$ cat config.mk
export PLATFORM = sky130hd
export DESIGN_NAME = decode_top
export DESIGN_NICKNAME = d
export VERILOG_FILES = /design/src/logic/isa_pkg.sv /design/src/logic/pipe_pkg.sv /design/src/logic/stage_ctrl.sv /design/src/logic/inst_decoder.sv /design/src/logic/regfile.sv /design/src/logic/operand_bypass.sv /design/src/logic/branch_unit.sv /design/src/logic/decode_top.sv
export SDC_FILE = /design/constraint.sdc
export NUM_CORES = 2
export LEC_CHECK = 0
export BUFFER_PORTS_ARGS = -buffer_cell sky130_fd_sc_hd__buf_4
export CELL_PAD_IN_SITES_DETAIL_PLACEMENT = 0
export CELL_PAD_IN_SITES_GLOBAL_PLACEMENT = 1
export CORE_ASPECT_RATIO = 1.25
export CORE_UTILIZATION = 23
export CTS_CLUSTER_DIAMETER = 30
export DETAILED_ROUTE_END_ITERATION = 10
export PLACE_DENSITY = 0.49
export SYNTH_ARGS = -nofsm -noshare
export SYNTH_HDL_FRONTEND = slang
export SYNTH_SLANG_ARGS = --single-unit
$ cat constraint.sdc
create_clock -name clk -period 25.3 [get_ports clk]
set_clock_uncertainty 0.05 [all_clocks]
set_input_delay 3.795 -clock clk [delete_from_list [all_inputs] [get_ports clk]]
set_output_delay 3.795 -clock clk [all_outputs]
set_load 0.02 [all_outputs]
$ cat src/logic/isa_pkg.sv
`default_nettype none

package isa_pkg;

    typedef logic [31:0] word_t;
    typedef logic [4:0] reg_idx_t;

    typedef enum logic [3:0] {
        alu_none, alu_add, alu_sub, alu_slt, alu_sltu, alu_and, alu_nor,
        alu_or, alu_xor, alu_sll, alu_srl, alu_sra, alu_lui
    } alu_op_t;

    // how the branch unit resolves an instruction
    typedef enum logic [3:0] {
        br_none, br_eq, br_ne, br_lt, br_ge, br_ltu, br_geu, br_always, br_jump_reg
    } br_kind_t;

    // opcode field positions
    localparam int op_31_26_hi = 31;
    localparam int op_31_26_lo = 26;
    localparam int op_25_22_hi = 25;
    localparam int op_25_22_lo = 22;
    localparam int op_21_20_hi = 21;
    localparam int op_21_20_lo = 20;
    localparam int op_19_15_hi = 19;
    localparam int op_19_15_lo = 15;

    // register and immediate fields
    localparam int rd_hi = 4;
    localparam int rd_lo = 0;
    localparam int rj_hi = 9;
    localparam int rj_lo = 5;
    localparam int rk_hi = 14;
    localparam int rk_lo = 10;
    localparam int i12_hi = 21;
    localparam int i12_lo = 10;
    localparam int i16_hi = 25;
    localparam int i16_lo = 10;
    localparam int i20_hi = 24;
    localparam int i20_lo = 5;
    // upper ten bits of offs26, the lower part shares the i16 field
    localparam int i26_top_hi = 9;
    localparam int i26_top_lo = 0;

    // group selectors
    localparam logic [5:0] opc_grp_alu = 6'h00;
    localparam logic [5:0] opc_grp_mem = 6'h0a;
    localparam logic [3:0] opc_sub_reg = 4'h0;
    localparam logic [3:0] opc_sub_shift = 4'h1;
    localparam logic [1:0] opc_reg_op2 = 2'h1;
    localparam logic [1:0] opc_shift_op2 = 2'h0;

    // op_19_15 inside the three-register group
    localparam logic [4:0] opc_add_w = 5'h00;
    localparam logic [4:0] opc_sub_w = 5'h02;
    localparam logic [4:0] opc_slt = 5'h04;
    localparam logic [4:0] opc_sltu = 5'h05;
    localparam logic [4:0] opc_nor = 5'h08;
    localparam logic [4:0] opc_and = 5'h09;
    localparam logic [4:0] opc_or = 5'h0a;
    localparam logic [4:0] opc_xor = 5'h0b;
    localparam logic [4:0] opc_sll_w = 5'h0e;
    localparam logic [4:0] opc_srl_w = 5'h0f;
    localparam logic [4:0] opc_sra_w = 5'h10;
    localparam logic [4:0] opc_slli_w = 5'h01;
    localparam logic [4:0] opc_srli_w = 5'h09;
    localparam logic [4:0] opc_srai_w = 5'h11;

    // op_25_22 for the 12-bit immediate and memory forms
    localparam logic [3:0] opc_slti = 4'h8;
    localparam logic [3:0] opc_sltui = 4'h9;
    localparam logic [3:0] opc_addi_w = 4'ha;
    localparam logic [3:0] opc_andi = 4'hd;
    localparam logic [3:0] opc_ori = 4'he;
    localparam logic [3:0] opc_xori = 4'hf;
    localparam logic [3:0] opc_ld_w = 4'h2;
    localparam logic [3:0] opc_st_w = 4'h6;

    // op_31_26 alone
    localparam logic [5:0] opc_lu12i_w = 6'h05;
    localparam logic [5:0] opc_pcaddu12i = 6'h07;
    localparam logic [5:0] opc_jirl = 6'h13;
    localparam logic [5:0] opc_b = 6'h14;
    localparam logic [5:0] opc_bl = 6'h15;
    localparam logic [5:0] opc_beq = 6'h16;
    localparam logic [5:0] opc_bne = 6'h17;
    localparam logic [5:0] opc_blt = 6'h18;
    localparam logic [5:0] opc_bge = 6'h19;
    localparam logic [5:0] opc_bltu = 6'h1a;
    localparam logic [5:0] opc_bgeu = 6'h1b;

endpackage

`default_nettype wire

$ cat src/logic/pipe_pkg.sv
`default_nettype none

package pipe_pkg;

    localparam int num_regs = 32;

    // reads as zero, never holds state
    localparam isa_pkg::reg_idx_t zero_reg = 5'd0;
    // return address of bl
    localparam isa_pkg::reg_idx_t link_reg = 5'd1;

    typedef logic [3:0] mem_mask_t;

endpackage

`default_nettype wire

$ cat src/logic/stage_ctrl.sv
`timescale 1ns/10ps
`default_nettype none

module stage_ctrl (
    input  wire                 clk,
    input  wire                 rstn,
    input  wire                 fd_valid,
    input  wire isa_pkg::word_t fd_pc,
    input  wire                 load_stall,
    input  wire                 e_allowin,
    output logic                d_allowin,
    output logic                de_valid,
    output isa_pkg::word_t      pc
);
    logic d_valid;
    logic ready_go;

    assign ready_go  = d_valid && !load_stall;
    assign de_valid  = ready_go;
    assign d_allowin = !d_valid || (ready_go && e_allowin);

    always_ff @(posedge clk) begin
        if (!rstn) begin
            d_valid <= 1'b0;
        end else if (d_allowin) begin
            d_valid <= fd_valid;
        end
    end

    always_ff @(posedge clk) begin
        if (fd_valid && d_allowin) begin
            pc <= fd_pc;
        end
    end

    // a newly valid output was either just accepted or held through a stall
    a_valid_source: assert property (@(posedge clk) disable iff (!rstn)
        $rose(de_valid) |-> $past(d_valid || (fd_valid && d_allowin)))
        else $error("de_valid rose with no instruction in decode");

endmodule

`default_nettype wire

$ cat src/logic/inst_decoder.sv
`timescale 1ns/10ps
`default_nettype none

module inst_decoder (
    input  wire isa_pkg::word_t  inst,
    output isa_pkg::alu_op_t     alu_op,
    output isa_pkg::reg_idx_t    rj,
    output isa_pkg::reg_idx_t    rk_or_rd,
    output logic                 uses_rj,
    output logic                 uses_rk_or_rd,
    output logic                 src1_is_pc,
    output logic                 src2_is_imm,
    output isa_pkg::word_t       imm,
    output logic                 gr_we,
    output pipe_pkg::mem_mask_t  mem_we,
    output isa_pkg::reg_idx_t    dest,
    output logic                 res_from_mem,
    output isa_pkg::br_kind_t    br_kind,
    output isa_pkg::word_t       br_offs
);
    import isa_pkg::*;
    import pipe_pkg::*;

    wire [5:0]  op6 = inst[op_31_26_hi:op_31_26_lo];
    wire [3:0]  op4 = inst[op_25_22_hi:op_25_22_lo];
    wire [1:0]  op2 = inst[op_21_20_hi:op_21_20_lo];
    wire [4:0]  op5 = inst[op_19_15_hi:op_19_15_lo];
    wire [4:0]  rd = inst[rd_hi:rd_lo];
    wire [4:0]  rk = inst[rk_hi:rk_lo];
    wire [11:0] i12 = inst[i12_hi:i12_lo];
    wire [15:0] i16 = inst[i16_hi:i16_lo];
    wire [19:0] i20 = inst[i20_hi:i20_lo];
    wire [25:0] i26 = {inst[i26_top_hi:i26_top_lo], i16};

    wire grp_reg   = op6 == opc_grp_alu && op4 == opc_sub_reg && op2 == opc_reg_op2;
    wire grp_shift = op6 == opc_grp_alu && op4 == opc_sub_shift && op2 == opc_shift_op2;
    wire grp_imm   = op6 == opc_grp_alu;
    wire grp_mem   = op6 == opc_grp_mem;
    // u12i forms need bit 25 clear
    wire u12i_ok   = !inst[op_25_22_hi];

    wire inst_add_w     = grp_reg && op5 == opc_add_w;
    wire inst_sub_w     = grp_reg && op5 == opc_sub_w;
    wire inst_slt       = grp_reg && op5 == opc_slt;
    wire inst_sltu      = grp_reg && op5 == opc_sltu;
    wire inst_nor       = grp_reg && op5 == opc_nor;
    wire inst_and       = grp_reg && op5 == opc_and;
    wire inst_or        = grp_reg && op5 == opc_or;
    wire inst_xor       = grp_reg && op5 == opc_xor;
    wire inst_sll_w     = grp_reg && op5 == opc_sll_w;
    wire inst_srl_w     = grp_reg && op5 == opc_srl_w;
    wire inst_sra_w     = grp_reg && op5 == opc_sra_w;
    wire inst_slli_w    = grp_shift && op5 == opc_slli_w;
    wire inst_srli_w    = grp_shift && op5 == opc_srli_w;
    wire inst_srai_w    = grp_shift && op5 == opc_srai_w;
    wire inst_slti      = grp_imm && op4 == opc_slti;
    wire inst_sltui     = grp_imm && op4 == opc_sltui;
    wire inst_addi_w    = grp_imm && op4 == opc_addi_w;
    wire inst_andi      = grp_imm && op4 == opc_andi;
    wire inst_ori       = grp_imm && op4 == opc_ori;
    wire inst_xori      = grp_imm && op4 == opc_xori;
    wire inst_ld_w      = grp_mem && op4 == opc_ld_w;
    wire inst_st_w      = grp_mem && op4 == opc_st_w;
    wire inst_lu12i_w   = op6 == opc_lu12i_w && u12i_ok;
    wire inst_pcaddu12i = op6 == opc_pcaddu12i && u12i_ok;
    wire inst_jirl      = op6 == opc_jirl;
    wire inst_b         = op6 == opc_b;
    wire inst_bl        = op6 == opc_bl;
    wire inst_beq       = op6 == opc_beq;
    wire inst_bne       = op6 == opc_bne;
    wire inst_blt       = op6 == opc_blt;
    wire inst_bge       = op6 == opc_bge;
    wire inst_bltu      = op6 == opc_bltu;
    wire inst_bgeu      = op6 == opc_bgeu;

    wire is_reg_alu   = inst_add_w | inst_sub_w | inst_slt | inst_sltu | inst_nor | inst_and |
                        inst_or | inst_xor | inst_sll_w | inst_srl_w | inst_sra_w;
    wire is_shift_imm = inst_slli_w | inst_srli_w | inst_srai_w;
    wire is_arith_imm = inst_addi_w | inst_slti | inst_sltui;
    wire is_logic_imm = inst_andi | inst_ori | inst_xori;
    wire is_upper     = inst_lu12i_w | inst_pcaddu12i;
    wire is_link      = inst_jirl | inst_bl;
    wire is_cmp_br    = inst_beq | inst_bne | inst_blt | inst_bge | inst_bltu | inst_bgeu;
    wire writes_reg   = is_reg_alu | is_shift_imm | is_arith_imm | is_logic_imm |
                        is_upper | is_link | inst_ld_w;
    // address, link and pc-relative forms all add
    wire add_like     = inst_add_w | inst_addi_w | inst_ld_w | inst_st_w | is_link |
                        inst_pcaddu12i;
    wire [4:0] wr_reg = inst_bl ? link_reg : rd;

    assign alu_op = add_like                   ? alu_add  :
                    inst_sub_w                 ? alu_sub  :
                    (inst_slt | inst_slti)     ? alu_slt  :
                    (inst_sltu | inst_sltui)   ? alu_sltu :
                    (inst_and | inst_andi)     ? alu_and  :
                    inst_nor                   ? alu_nor  :
                    (inst_or | inst_ori)       ? alu_or   :
                    (inst_xor | inst_xori)     ? alu_xor  :
                    (inst_sll_w | inst_slli_w) ? alu_sll  :
                    (inst_srl_w | inst_srli_w) ? alu_srl  :
                    (inst_sra_w | inst_srai_w) ? alu_sra  :
                    inst_lu12i_w               ? alu_lui  : alu_none;

    assign rj            = inst[rj_hi:rj_lo];
    assign rk_or_rd      = (inst_st_w | is_cmp_br) ? rd : rk;
    assign uses_rj       = is_reg_alu | is_shift_imm | is_arith_imm | is_logic_imm |
                           inst_ld_w | inst_st_w | is_cmp_br | inst_jirl;
    assign uses_rk_or_rd = is_reg_alu | inst_st_w | is_cmp_br;
    assign src1_is_pc    = is_link | inst_pcaddu12i;
    assign src2_is_imm   = is_shift_imm | is_arith_imm | is_logic_imm | is_upper | is_link |
                           inst_ld_w | inst_st_w;

    assign imm = is_link      ? 32'd4 :
                 is_upper     ? {i20, 12'b0} :
                 is_logic_imm ? {20'b0, i12} : {{20{i12[11]}}, i12};

    // a write to r0 is dropped here so writeback never targets it
    assign gr_we        = writes_reg && wr_reg != zero_reg;
    assign dest         = gr_we ? wr_reg : zero_reg;
    assign mem_we       = inst_st_w ? '1 : '0;
    assign res_from_mem = inst_ld_w;

    assign br_kind = inst_beq  ? br_eq  :
                     inst_bne  ? br_ne  :
                     inst_blt  ? br_lt  :
                     inst_bge  ? br_ge  :
                     inst_bltu ? br_ltu :
                     inst_bgeu ? br_geu :
                     inst_jirl ? br_jump_reg :
                     (inst_b | inst_bl) ? br_always : br_none;

    assign br_offs = (inst_b | inst_bl) ? {{4{i26[25]}}, i26, 2'b0} :
                                          {{14{i16[15]}}, i16, 2'b0};

    always_comb begin
        assert (!(gr_we && mem_we != '0))
            else $error("decoder set both register write and memory write");
    end

endmodule

`default_nettype wire

$ cat src/logic/regfile.sv
`timescale 1ns/10ps
`default_nettype none

module regfile (
    input  wire                    clk,
    input  wire isa_pkg::reg_idx_t raddr1,
    input  wire isa_pkg::reg_idx_t raddr2,
    input  wire                    we,
    input  wire isa_pkg::reg_idx_t waddr,
    input  wire isa_pkg::word_t    wdata,
    output isa_pkg::word_t         rdata1,
    output isa_pkg::word_t         rdata2
);
    import isa_pkg::*;
    import pipe_pkg::*;

    word_t regs [num_regs];

    always_ff @(posedge clk) begin
        if (we && waddr != zero_reg) begin
            regs[waddr] <= wdata;
        end
    end

    assign rdata1 = (raddr1 == zero_reg) ? '0 : regs[raddr1];
    assign rdata2 = (raddr2 == zero_reg) ? '0 : regs[raddr2];

    // decode clears gr_we for r0, so writeback never brings it here
    a_no_zero_write: assert property (@(posedge clk) we |-> waddr != zero_reg)
        else $error("writeback targets the zero register");

endmodule

`default_nettype wire

$ cat src/logic/operand_bypass.sv
`timescale 1ns/10ps
`default_nettype none

module operand_bypass (
    input  wire isa_pkg::reg_idx_t rj,
    input  wire isa_pkg::reg_idx_t rk_or_rd,
    input  wire                    uses_rj,
    input  wire                    uses_rk_or_rd,
    input  wire isa_pkg::word_t    rf_rdata1,
    input  wire isa_pkg::word_t    rf_rdata2,
    input  wire isa_pkg::reg_idx_t e_dest,
    input  wire isa_pkg::word_t    e_wdata,
    input  wire                    e_is_load,
    input  wire isa_pkg::reg_idx_t m_dest,
    input  wire isa_pkg::word_t    m_wdata,
    input  wire                    w_we,
    input  wire isa_pkg::reg_idx_t w_addr,
    input  wire isa_pkg::word_t    w_wdata,
    output isa_pkg::word_t         rj_value,
    output isa_pkg::word_t         rkd_value,
    output logic                   load_stall
);
    import isa_pkg::*;
    import pipe_pkg::*;

    // youngest producer wins
    function automatic word_t forward(input reg_idx_t idx, input word_t rf_value);
        if (idx == zero_reg) begin
            return '0;
        end else if (idx == e_dest) begin
            return e_wdata;
        end else if (idx == m_dest) begin
            return m_wdata;
        end else if (w_we && idx == w_addr) begin
            return w_wdata;
        end
        return rf_value;
    endfunction

    always_comb begin
        rj_value   = forward(rj, rf_rdata1);
        rkd_value  = forward(rk_or_rd, rf_rdata2);
        // load data only exists after the memory stage
        load_stall = e_is_load && e_dest != zero_reg &&
                     ((uses_rj && rj == e_dest) || (uses_rk_or_rd && rk_or_rd == e_dest));
    end

endmodule

`default_nettype wire

$ cat src/logic/branch_unit.sv
`timescale 1ns/10ps
`default_nettype none

module branch_unit (
    input  wire                    valid,
    input  wire isa_pkg::br_kind_t br_kind,
    input  wire isa_pkg::word_t    pc,
    input  wire isa_pkg::word_t    rj_value,
    input  wire isa_pkg::word_t    rkd_value,
    input  wire isa_pkg::word_t    br_offs,
    output logic                   br_taken,
    output isa_pkg::word_t         br_target
);
    import isa_pkg::*;

    logic [32:0] diff;
    logic        equal;
    logic        less;
    logic        less_u;
    logic        cond;

    // borrow out is the unsigned compare
    assign diff   = {1'b0, rj_value} - {1'b0, rkd_value};
    assign equal  = diff[31:0] == '0;
    assign less_u = diff[32];
    // with differing signs the negative operand is the smaller one
    assign less   = (rj_value[31] ^ rkd_value[31]) ? rj_value[31] : diff[31];

    always_comb begin
        case (br_kind)
            br_eq:       cond = equal;
            br_ne:       cond = !equal;
            br_lt:       cond = less;
            br_ge:       cond = !less;
            br_ltu:      cond = less_u;
            br_geu:      cond = !less_u;
            br_always,
            br_jump_reg: cond = 1'b1;
            default:     cond = 1'b0;
        endcase
    end

    assign br_taken  = valid && cond;
    assign br_target = ((br_kind == br_jump_reg) ? rj_value : pc) + br_offs;

endmodule

`default_nettype wire

$ cat src/logic/decode_top.sv
`timescale 1ns/10ps
`default_nettype none

module decode_top (
    input  wire                    clk,
    input  wire                    rstn,
    input  wire                    fd_valid,
    input  wire isa_pkg::word_t    fd_pc,
    input  wire isa_pkg::word_t    inst_rdata,
    input  wire                    e_allowin,
    input  wire isa_pkg::reg_idx_t e_dest,
    input  wire isa_pkg::word_t    e_wdata,
    input  wire                    e_is_load,
    input  wire isa_pkg::reg_idx_t m_dest,
    input  wire isa_pkg::word_t    m_wdata,
    input  wire                    w_we,
    input  wire isa_pkg::reg_idx_t w_addr,
    input  wire isa_pkg::word_t    w_wdata,
    output logic                   d_allowin,
    output logic                   de_valid,
    output isa_pkg::word_t         de_pc,
    output isa_pkg::alu_op_t       de_alu_op,
    output isa_pkg::word_t         de_src1,
    output isa_pkg::word_t         de_src2,
    output isa_pkg::word_t         de_store_data,
    output logic                   de_gr_we,
    output pipe_pkg::mem_mask_t    de_mem_we,
    output isa_pkg::reg_idx_t      de_dest,
    output logic                   de_res_from_mem,
    output logic                   br_taken,
    output isa_pkg::word_t         br_target
);
    import isa_pkg::*;

    reg_idx_t rj;
    reg_idx_t rk_or_rd;
    logic     uses_rj;
    logic     uses_rk_or_rd;
    logic     src1_is_pc;
    logic     src2_is_imm;
    word_t    imm;
    br_kind_t br_kind;
    word_t    br_offs;
    word_t    rf_rdata1;
    word_t    rf_rdata2;
    word_t    rj_value;
    word_t    rkd_value;
    logic     load_stall;

    stage_ctrl u_stage_ctrl (
        .clk        (clk),
        .rstn       (rstn),
        .fd_valid   (fd_valid),
        .fd_pc      (fd_pc),
        .load_stall (load_stall),
        .e_allowin  (e_allowin),
        .d_allowin  (d_allowin),
        .de_valid   (de_valid),
        .pc         (de_pc)
    );

    inst_decoder u_inst_decoder (
        .inst          (inst_rdata),
        .alu_op        (de_alu_op),
        .rj            (rj),
        .rk_or_rd      (rk_or_rd),
        .uses_rj       (uses_rj),
        .uses_rk_or_rd (uses_rk_or_rd),
        .src1_is_pc    (src1_is_pc),
        .src2_is_imm   (src2_is_imm),
        .imm           (imm),
        .gr_we         (de_gr_we),
        .mem_we        (de_mem_we),
        .dest          (de_dest),
        .res_from_mem  (de_res_from_mem),
        .br_kind       (br_kind),
        .br_offs       (br_offs)
    );

    regfile u_regfile (
        .clk    (clk),
        .raddr1 (rj),
        .raddr2 (rk_or_rd),
        .we     (w_we),
        .waddr  (w_addr),
        .wdata  (w_wdata),
        .rdata1 (rf_rdata1),
        .rdata2 (rf_rdata2)
    );

    operand_bypass u_operand_bypass (
        .rj            (rj),
        .rk_or_rd      (rk_or_rd),
        .uses_rj       (uses_rj),
        .uses_rk_or_rd (uses_rk_or_rd),
        .rf_rdata1     (rf_rdata1),
        .rf_rdata2     (rf_rdata2),
        .e_dest        (e_dest),
        .e_wdata       (e_wdata),
        .e_is_load     (e_is_load),
        .m_dest        (m_dest),
        .m_wdata       (m_wdata),
        .w_we          (w_we),
        .w_addr        (w_addr),
        .w_wdata       (w_wdata),
        .rj_value      (rj_value),
        .rkd_value     (rkd_value),
        .load_stall    (load_stall)
    );

    branch_unit u_branch_unit (
        .valid     (de_valid),
        .br_kind   (br_kind),
        .pc        (de_pc),
        .rj_value  (rj_value),
        .rkd_value (rkd_value),
        .br_offs   (br_offs),
        .br_taken  (br_taken),
        .br_target (br_target)
    );

    // alu operands
    assign de_src1       = src1_is_pc ? de_pc : rj_value;
    assign de_src2       = src2_is_imm ? imm : rkd_value;
    assign de_store_data = rkd_value;

endmodule

`default_nettype wire

## Word-level counts from Yosys, hierarchy flattened

Memory sizes are Yosys's and may differ from the RTL's.
Index checks and enable logic that the tools add are counted.

| word-level totals | value |
|---|---|
| memories kept | 1 |
| output and inout bits | 178 |
| bits in writable memories | 1024 |
| flip-flop bits (word level) | 33 |

| cells by class | value |
|---|---|
| multiplexer cells | 55 |
| bitwise logic cells | 58 |
| $add $sub $neg | 2 |
| equality and inequality tests | 48 |
| reduce and logical (&&, ||, !) cells | 59 |

Memory list:

| memory | depth | bits a word | read ports | clocked after memory_dff | write ports | line | source |
|---|---|---|---|---|---|---|---|
| u_regfile.regs | 32 | 32 | 2 | 0 | 1 | regfile.sv:17 | `word_t regs [num_regs];` |

Operators with widths:

| kind | count |
|---|---|
| $mux 32 | 19 |
| $mux 4 | 20 |
| $or 1x1->1 | 57 |
| $eq 6x5->1 const B | 9 |
| $logic_and 1x1->1 | 40 |
| $sub 32x32->33 | 1 |
| $add 32x32->32 | 1 |
| $logic_not 32->1 | 1 |
| $eq 5x4->1 const B | 6 |
| $eq 5x5->1 | 6 |
| $eq 4x4->1 const B | 7 |
| $eq 4x3->1 const B | 5 |
| $logic_not 5->1 | 3 |
| $mux 5 | 3 |
| $reduce_bool 5->1 | 3 |
| $eq 4x2->1 const B | 3 |
| $eq 6x3->1 const B | 2 |
| $mux 1 | 11 |
| $eq 5x3->1 const B | 2 |
| $eq 5x5->1 const B | 2 |
| $eq 4x1->1 const B | 2 |
| $pmux 1 s7 | 1 |
| $eq 6x4->1 const B | 1 |
| $logic_not 1->1 | 6 |
| 10 further kinds | 11 |

## Longest topological paths before layout

| logic depth | value |
|---|---|
| word-level depth | 29 |
| gate-level depth with buffers | 39 |
| mapped depth without buffers | 34 |

## By module

Synthesis repeated with hierarchy kept, for this count alone.

| second synthesis, totals | value |
|---|---|
| cells, all modules | 3902 |
| area, all modules | 58320.9 µm² |

Modules (own cells, without submodules):

| module | instances | cells each | area each (µm²) |
|---|---|---|---|
| regfile | 1 | 2564 | 47929.7 |
| branch_unit | 1 | 591 | 4189.0 |
| operand_bypass | 1 | 424 | 2700.1 |
| inst_decoder | 1 | 211 | 1383.8 |
| decode_top | 1 | 72 | 1088.5 |
| stage_ctrl | 1 | 40 | 1029.7 |

## Least setup slack after synthesis

OpenSTA, ideal clock, no wires.

| timing path | value |
|---|---|
| kind | input port to output port |
| from | input inst_rdata[5] |
| to | output br_taken |
| setup slack | 11021 ps |
| path buffers | 5 |
| arrival | 10434 ps |
| cell stages on the path | 33 |
| cells stage by stage | buf_2 -> buf_2 -> buf_1 -> buf_2 -> mux4_2 -> mux2_2 -> o22ai_1 -> o32a_1 -> inv_1 -> ha_1 -> clkbuf_1 -> nand4_1 -> nor3_1 -> o31ai_1 -> a21oi_1 -> o211ai_1 -> o21ba_2 -> nand3_1 -> a31oi_1 -> o21bai_1 -> a21oi_1 -> fa_1 -> nand3_1 -> nor4_1 -> nand4_1 -> a221oi_1 -> o2111ai_1 -> nor4b_1 -> nand4_1 -> nor4_1 -> and3b_1 -> o21ai_1 -> a21oi_1 |

| between the ends | value |
|---|---|
| word-level cells in the longest chain between the ends | 12 |

Ends and longest elaborated chain:

| what | line | source |
|---|---|---|
| start: declaration | decode_top.sv:9 | `input wire isa_pkg::word_t inst_rdata,` |
| $eq 5x5->1 | operand_bypass.sv:34 | `end else if (w_we && idx == w_addr) begin` |
| $logic_and 1x1->1 | operand_bypass.sv:34 |  |
| $mux 1 | operand_bypass.sv:34 |  |
| $mux 1 | operand_bypass.sv:32 | `end else if (idx == m_dest) begin` |
| $mux 1 | operand_bypass.sv:30 | `end else if (idx == e_dest) begin` |
| $mux 1 | operand_bypass.sv:28 | `if (idx == zero_reg) begin` |
| $mux 32 | operand_bypass.sv:37 | `return rf_value;` |
| $sub 32x32->33 or $xor 1x1->1 (tied branches) | branch_unit.sv:23, branch_unit.sv:27 |  |
| $logic_not 32->1 or $mux 1 (tied branches) | branch_unit.sv:24, branch_unit.sv:27 |  |
| $logic_not 1->1, on equally long branches | branch_unit.sv:32, branch_unit.sv:34 |  |
| $pmux 1 s7 | branch_unit.sv:30 | `case (br_kind)` |
| $logic_and 1x1->1 * | branch_unit.sv:43 | `assign br_taken = valid && cond;` |
| end: declaration | decode_top.sv:30 | `output logic br_taken,` |

Mark *: on every way between the ends. The rest lies on a longest branch, timed or not.

## Final worst setup path

| timing path | value |
|---|---|
| from | input inst_rdata[28] |
| to | output br_taken |

| between the ends | value |
|---|---|
| word-level cells in the longest chain between the ends | 27 |

Ends and longest elaborated chain:

| what | line |
|---|---|
| branches (longest 26 deep; another with $sub 32x32->33) | n/a |
| $logic_and 1x1->1 * | branch_unit.sv:43 |

Mark *: on every way between the ends.

==> run metrics <==
status finished, final reports clean; die width between 400 and 500 um; placed cell count 6832; global-route wire length before repair 317000 um; Crit path largest cell delay 1.09 ns; worst path bufs/invs 3; IO Port Bufs 358; critical path's top delay family compound AO/OA/AOI/OAI gates; Sink Count 1057; met3 wire length 15700 um; nets@finish 4120; CTS root buffer clkbuf_16; max-cap viol count 0; CTS tree yes; synth top area cells edfxtp_1, mux4_2, o22ai_1; Synth area leader edfxtp_1; GRT overflow 0; Detail Route Antenna Nets 0; Final HPWL DP 149000 um; Setup TNS 0 ns; WS Path Type in -> out; Peak VDD IR ~0.000051 V; max-slew violations 0; Final period util 70.0%; cts repair resizes 0; Num CTS Buffers 187; share of cells above drive strength 1 36.6%; antenna violations before repair 26; drt pass-1 iters 5; final setup margin 7.59 ns; Pleak 23.2 nW; worst skew pair latency 0.79 ns; initial core utilization 23.1%; M1 wire length 92900 um; Worst Max-Slew Pin Slew ~1.2 ns; Vias 37091; IO Pins 359; worst-path maximum fanout 67; All-Layer GR Usage 18.8%; count leader, synth edfxtp_1; Post-Syn Area 55500 um2; hold crit path type reg -> reg; Final setup viols 0; CP endpoint kind output pin; Max stage delay cell, worst path and4bb_2; largest net degree at the start of global routing 109; DRC Markers 0; post-CTS setup repair buffer count 0; Post-synth EDFFs 1056; Mean Syn Cell Area ~16 um2; Main synth FF type edfxtp_1; Pwr Density 81.7 nW/um2; Max Freq 56.5 MHz; overall power 5.61 mW; Yosys warnings 0; post-synth top area share 57.2%; register bit total from synthesis 1057; Worst Path Required between 20 and 25 ns; Cells after Synth 3466; Synth cell types just under 90; top routing layer in use met5; gpl congestion 0.916; met2 wire length 118000 um; RSZ-0062 raised after global routing no; CTS clock-pin slew for the worst setup and hold paths ~0.05 ns; Final Hold Viols 0; CP Launch Type input port; post-layout util 28.6%; H-tree depth 4; CP arrival 13.86 ns; Routed WL per cell approximately 33 um; Area growth syn-to-layout 23.7%; hold_buf cts 0; final WL 235000 um; worst slack, placed 7.72 ns; via/cell ratio 5.17; Core ar. roughly 240000 um2; most frequent cells after synthesis edfxtp_1, mux4_2, nand2_1, nor2_1, o22ai_1; max_slew headroom 19.5%; fin cells about 7200; full die area 243000 um2; row cnt around 200; Die Ht 551 um; Max Buffers Root-to-Sink 4; asr flop ratio synth 0%; number of global-route vias before repair about 38000; sequential share of the synthesized area 57.2%; 1st-iter DRT viols 3255; minimum clock period after layout 17.71 ns
[metrics by stage]
| stage | cell area [um2] | hold WS (ns) |
|---|---|---|
| after detailed placement | 62100 | 0.869 |
| after global routing | 68600 | 0.821 |
| after floorplan | 55600 | 0.579 |
| after global placement | 62100 | 0.854 |
| after CTS | 68600 | 0.875 |
| final | 68600 | 0.823 |
[sequential cells by signal, indices dropped and copies added (netlist names)]
| name | flops |
|---|---|
| u_regfile.regs | 1024 |
| u_stage_ctrl.d_valid | 1 |
| u_stage_ctrl.pc | 32 |
[cell type report]
type	count	area, um2
fill	24016	171000
multi-input combinational	2089	22600
clock buffer	196	4730
inverter	89	334
sequential	1057	31700
tap	3146	3940
timing repair buffer	451	3470
antenna	7	17.5
clock inverter	140	1780
[cell usage in the layout (no fill, tap or decap), drive strengths merged, types with 39 or more instances in the layout]
| master | instances |
|---|---|
| mux4 | 536 |
| clkbuf | 196 |
| xnor2 | 50 |
| buf | 451 |
| nor4 | 39 |
| edfxtp | 1056 |
| o22ai | 170 |
| nand2 | 184 |
| nor2 | 173 |
| mux2i | 87 |
| o21ai | 115 |
| ha | 61 |
| mux2 | 63 |
| inv | 124 |
| a21oi | 153 |
| clkinv | 56 |
| nor2b | 42 |
[cells by family after synthesis]
| kind of cell | after synthesis | share of synthesized area (%) |
|---|---|---|
| adders and majority gates | 64 | 1.48 |
| other | 1 | 0.00676 |
| xor gates and xnor gates | 73 | 1.15 |
| and+or+nand+nor | 585 | 5.10 |
| DFF | 1057 | 57.2 |
| buffers and inverters | 351 | 2.86 |
| AOI/OAI and AO/OA | 649 | 7.52 |
| muxes | 686 | 24.7 |
[worst register-to-register path: cells and delay by family, from the launching register on]
kind,cells,cell delay [ns]
compound gates,1,0.86
flops,1,0.31
simple gates,1,0.44
[metal layers]
| metal | vias to the layer above | GRT usage (%) |
|---|---|---|
| li1 | 15237 | - |
| met1 | 19925 | 23.2 |
| met2 | 1578 | 32.8 |
| met3 | 341 | 3.21 |
| met4 | 10 | 6.82 |
| met5 | - | 0 |
[final timing paths]
kind	start	to	slack [ns]	depth (start not counted)
min	u_stage_ctrl.d_valid	u_stage_ctrl.d_valid	0.82	2
max	inst_rdata[28]	br_taken	7.59	35
min reg2reg	u_stage_ctrl.d_valid	u_stage_ctrl.d_valid	0.82	2
max reg2reg	u_stage_ctrl.d_valid	u_stage_ctrl.pc[25]	23.25	2
[report_power, final]
part           leakage (nW)  switching [mW]  internal, mW  total (mW)
registers              9.57          0.0129          1.96        1.97
logic                  10.5           0.627         0.375        1.00
clock network          3.15           0.933          1.70        2.63
Note: power is estimated with default switching activity, not from simulation.
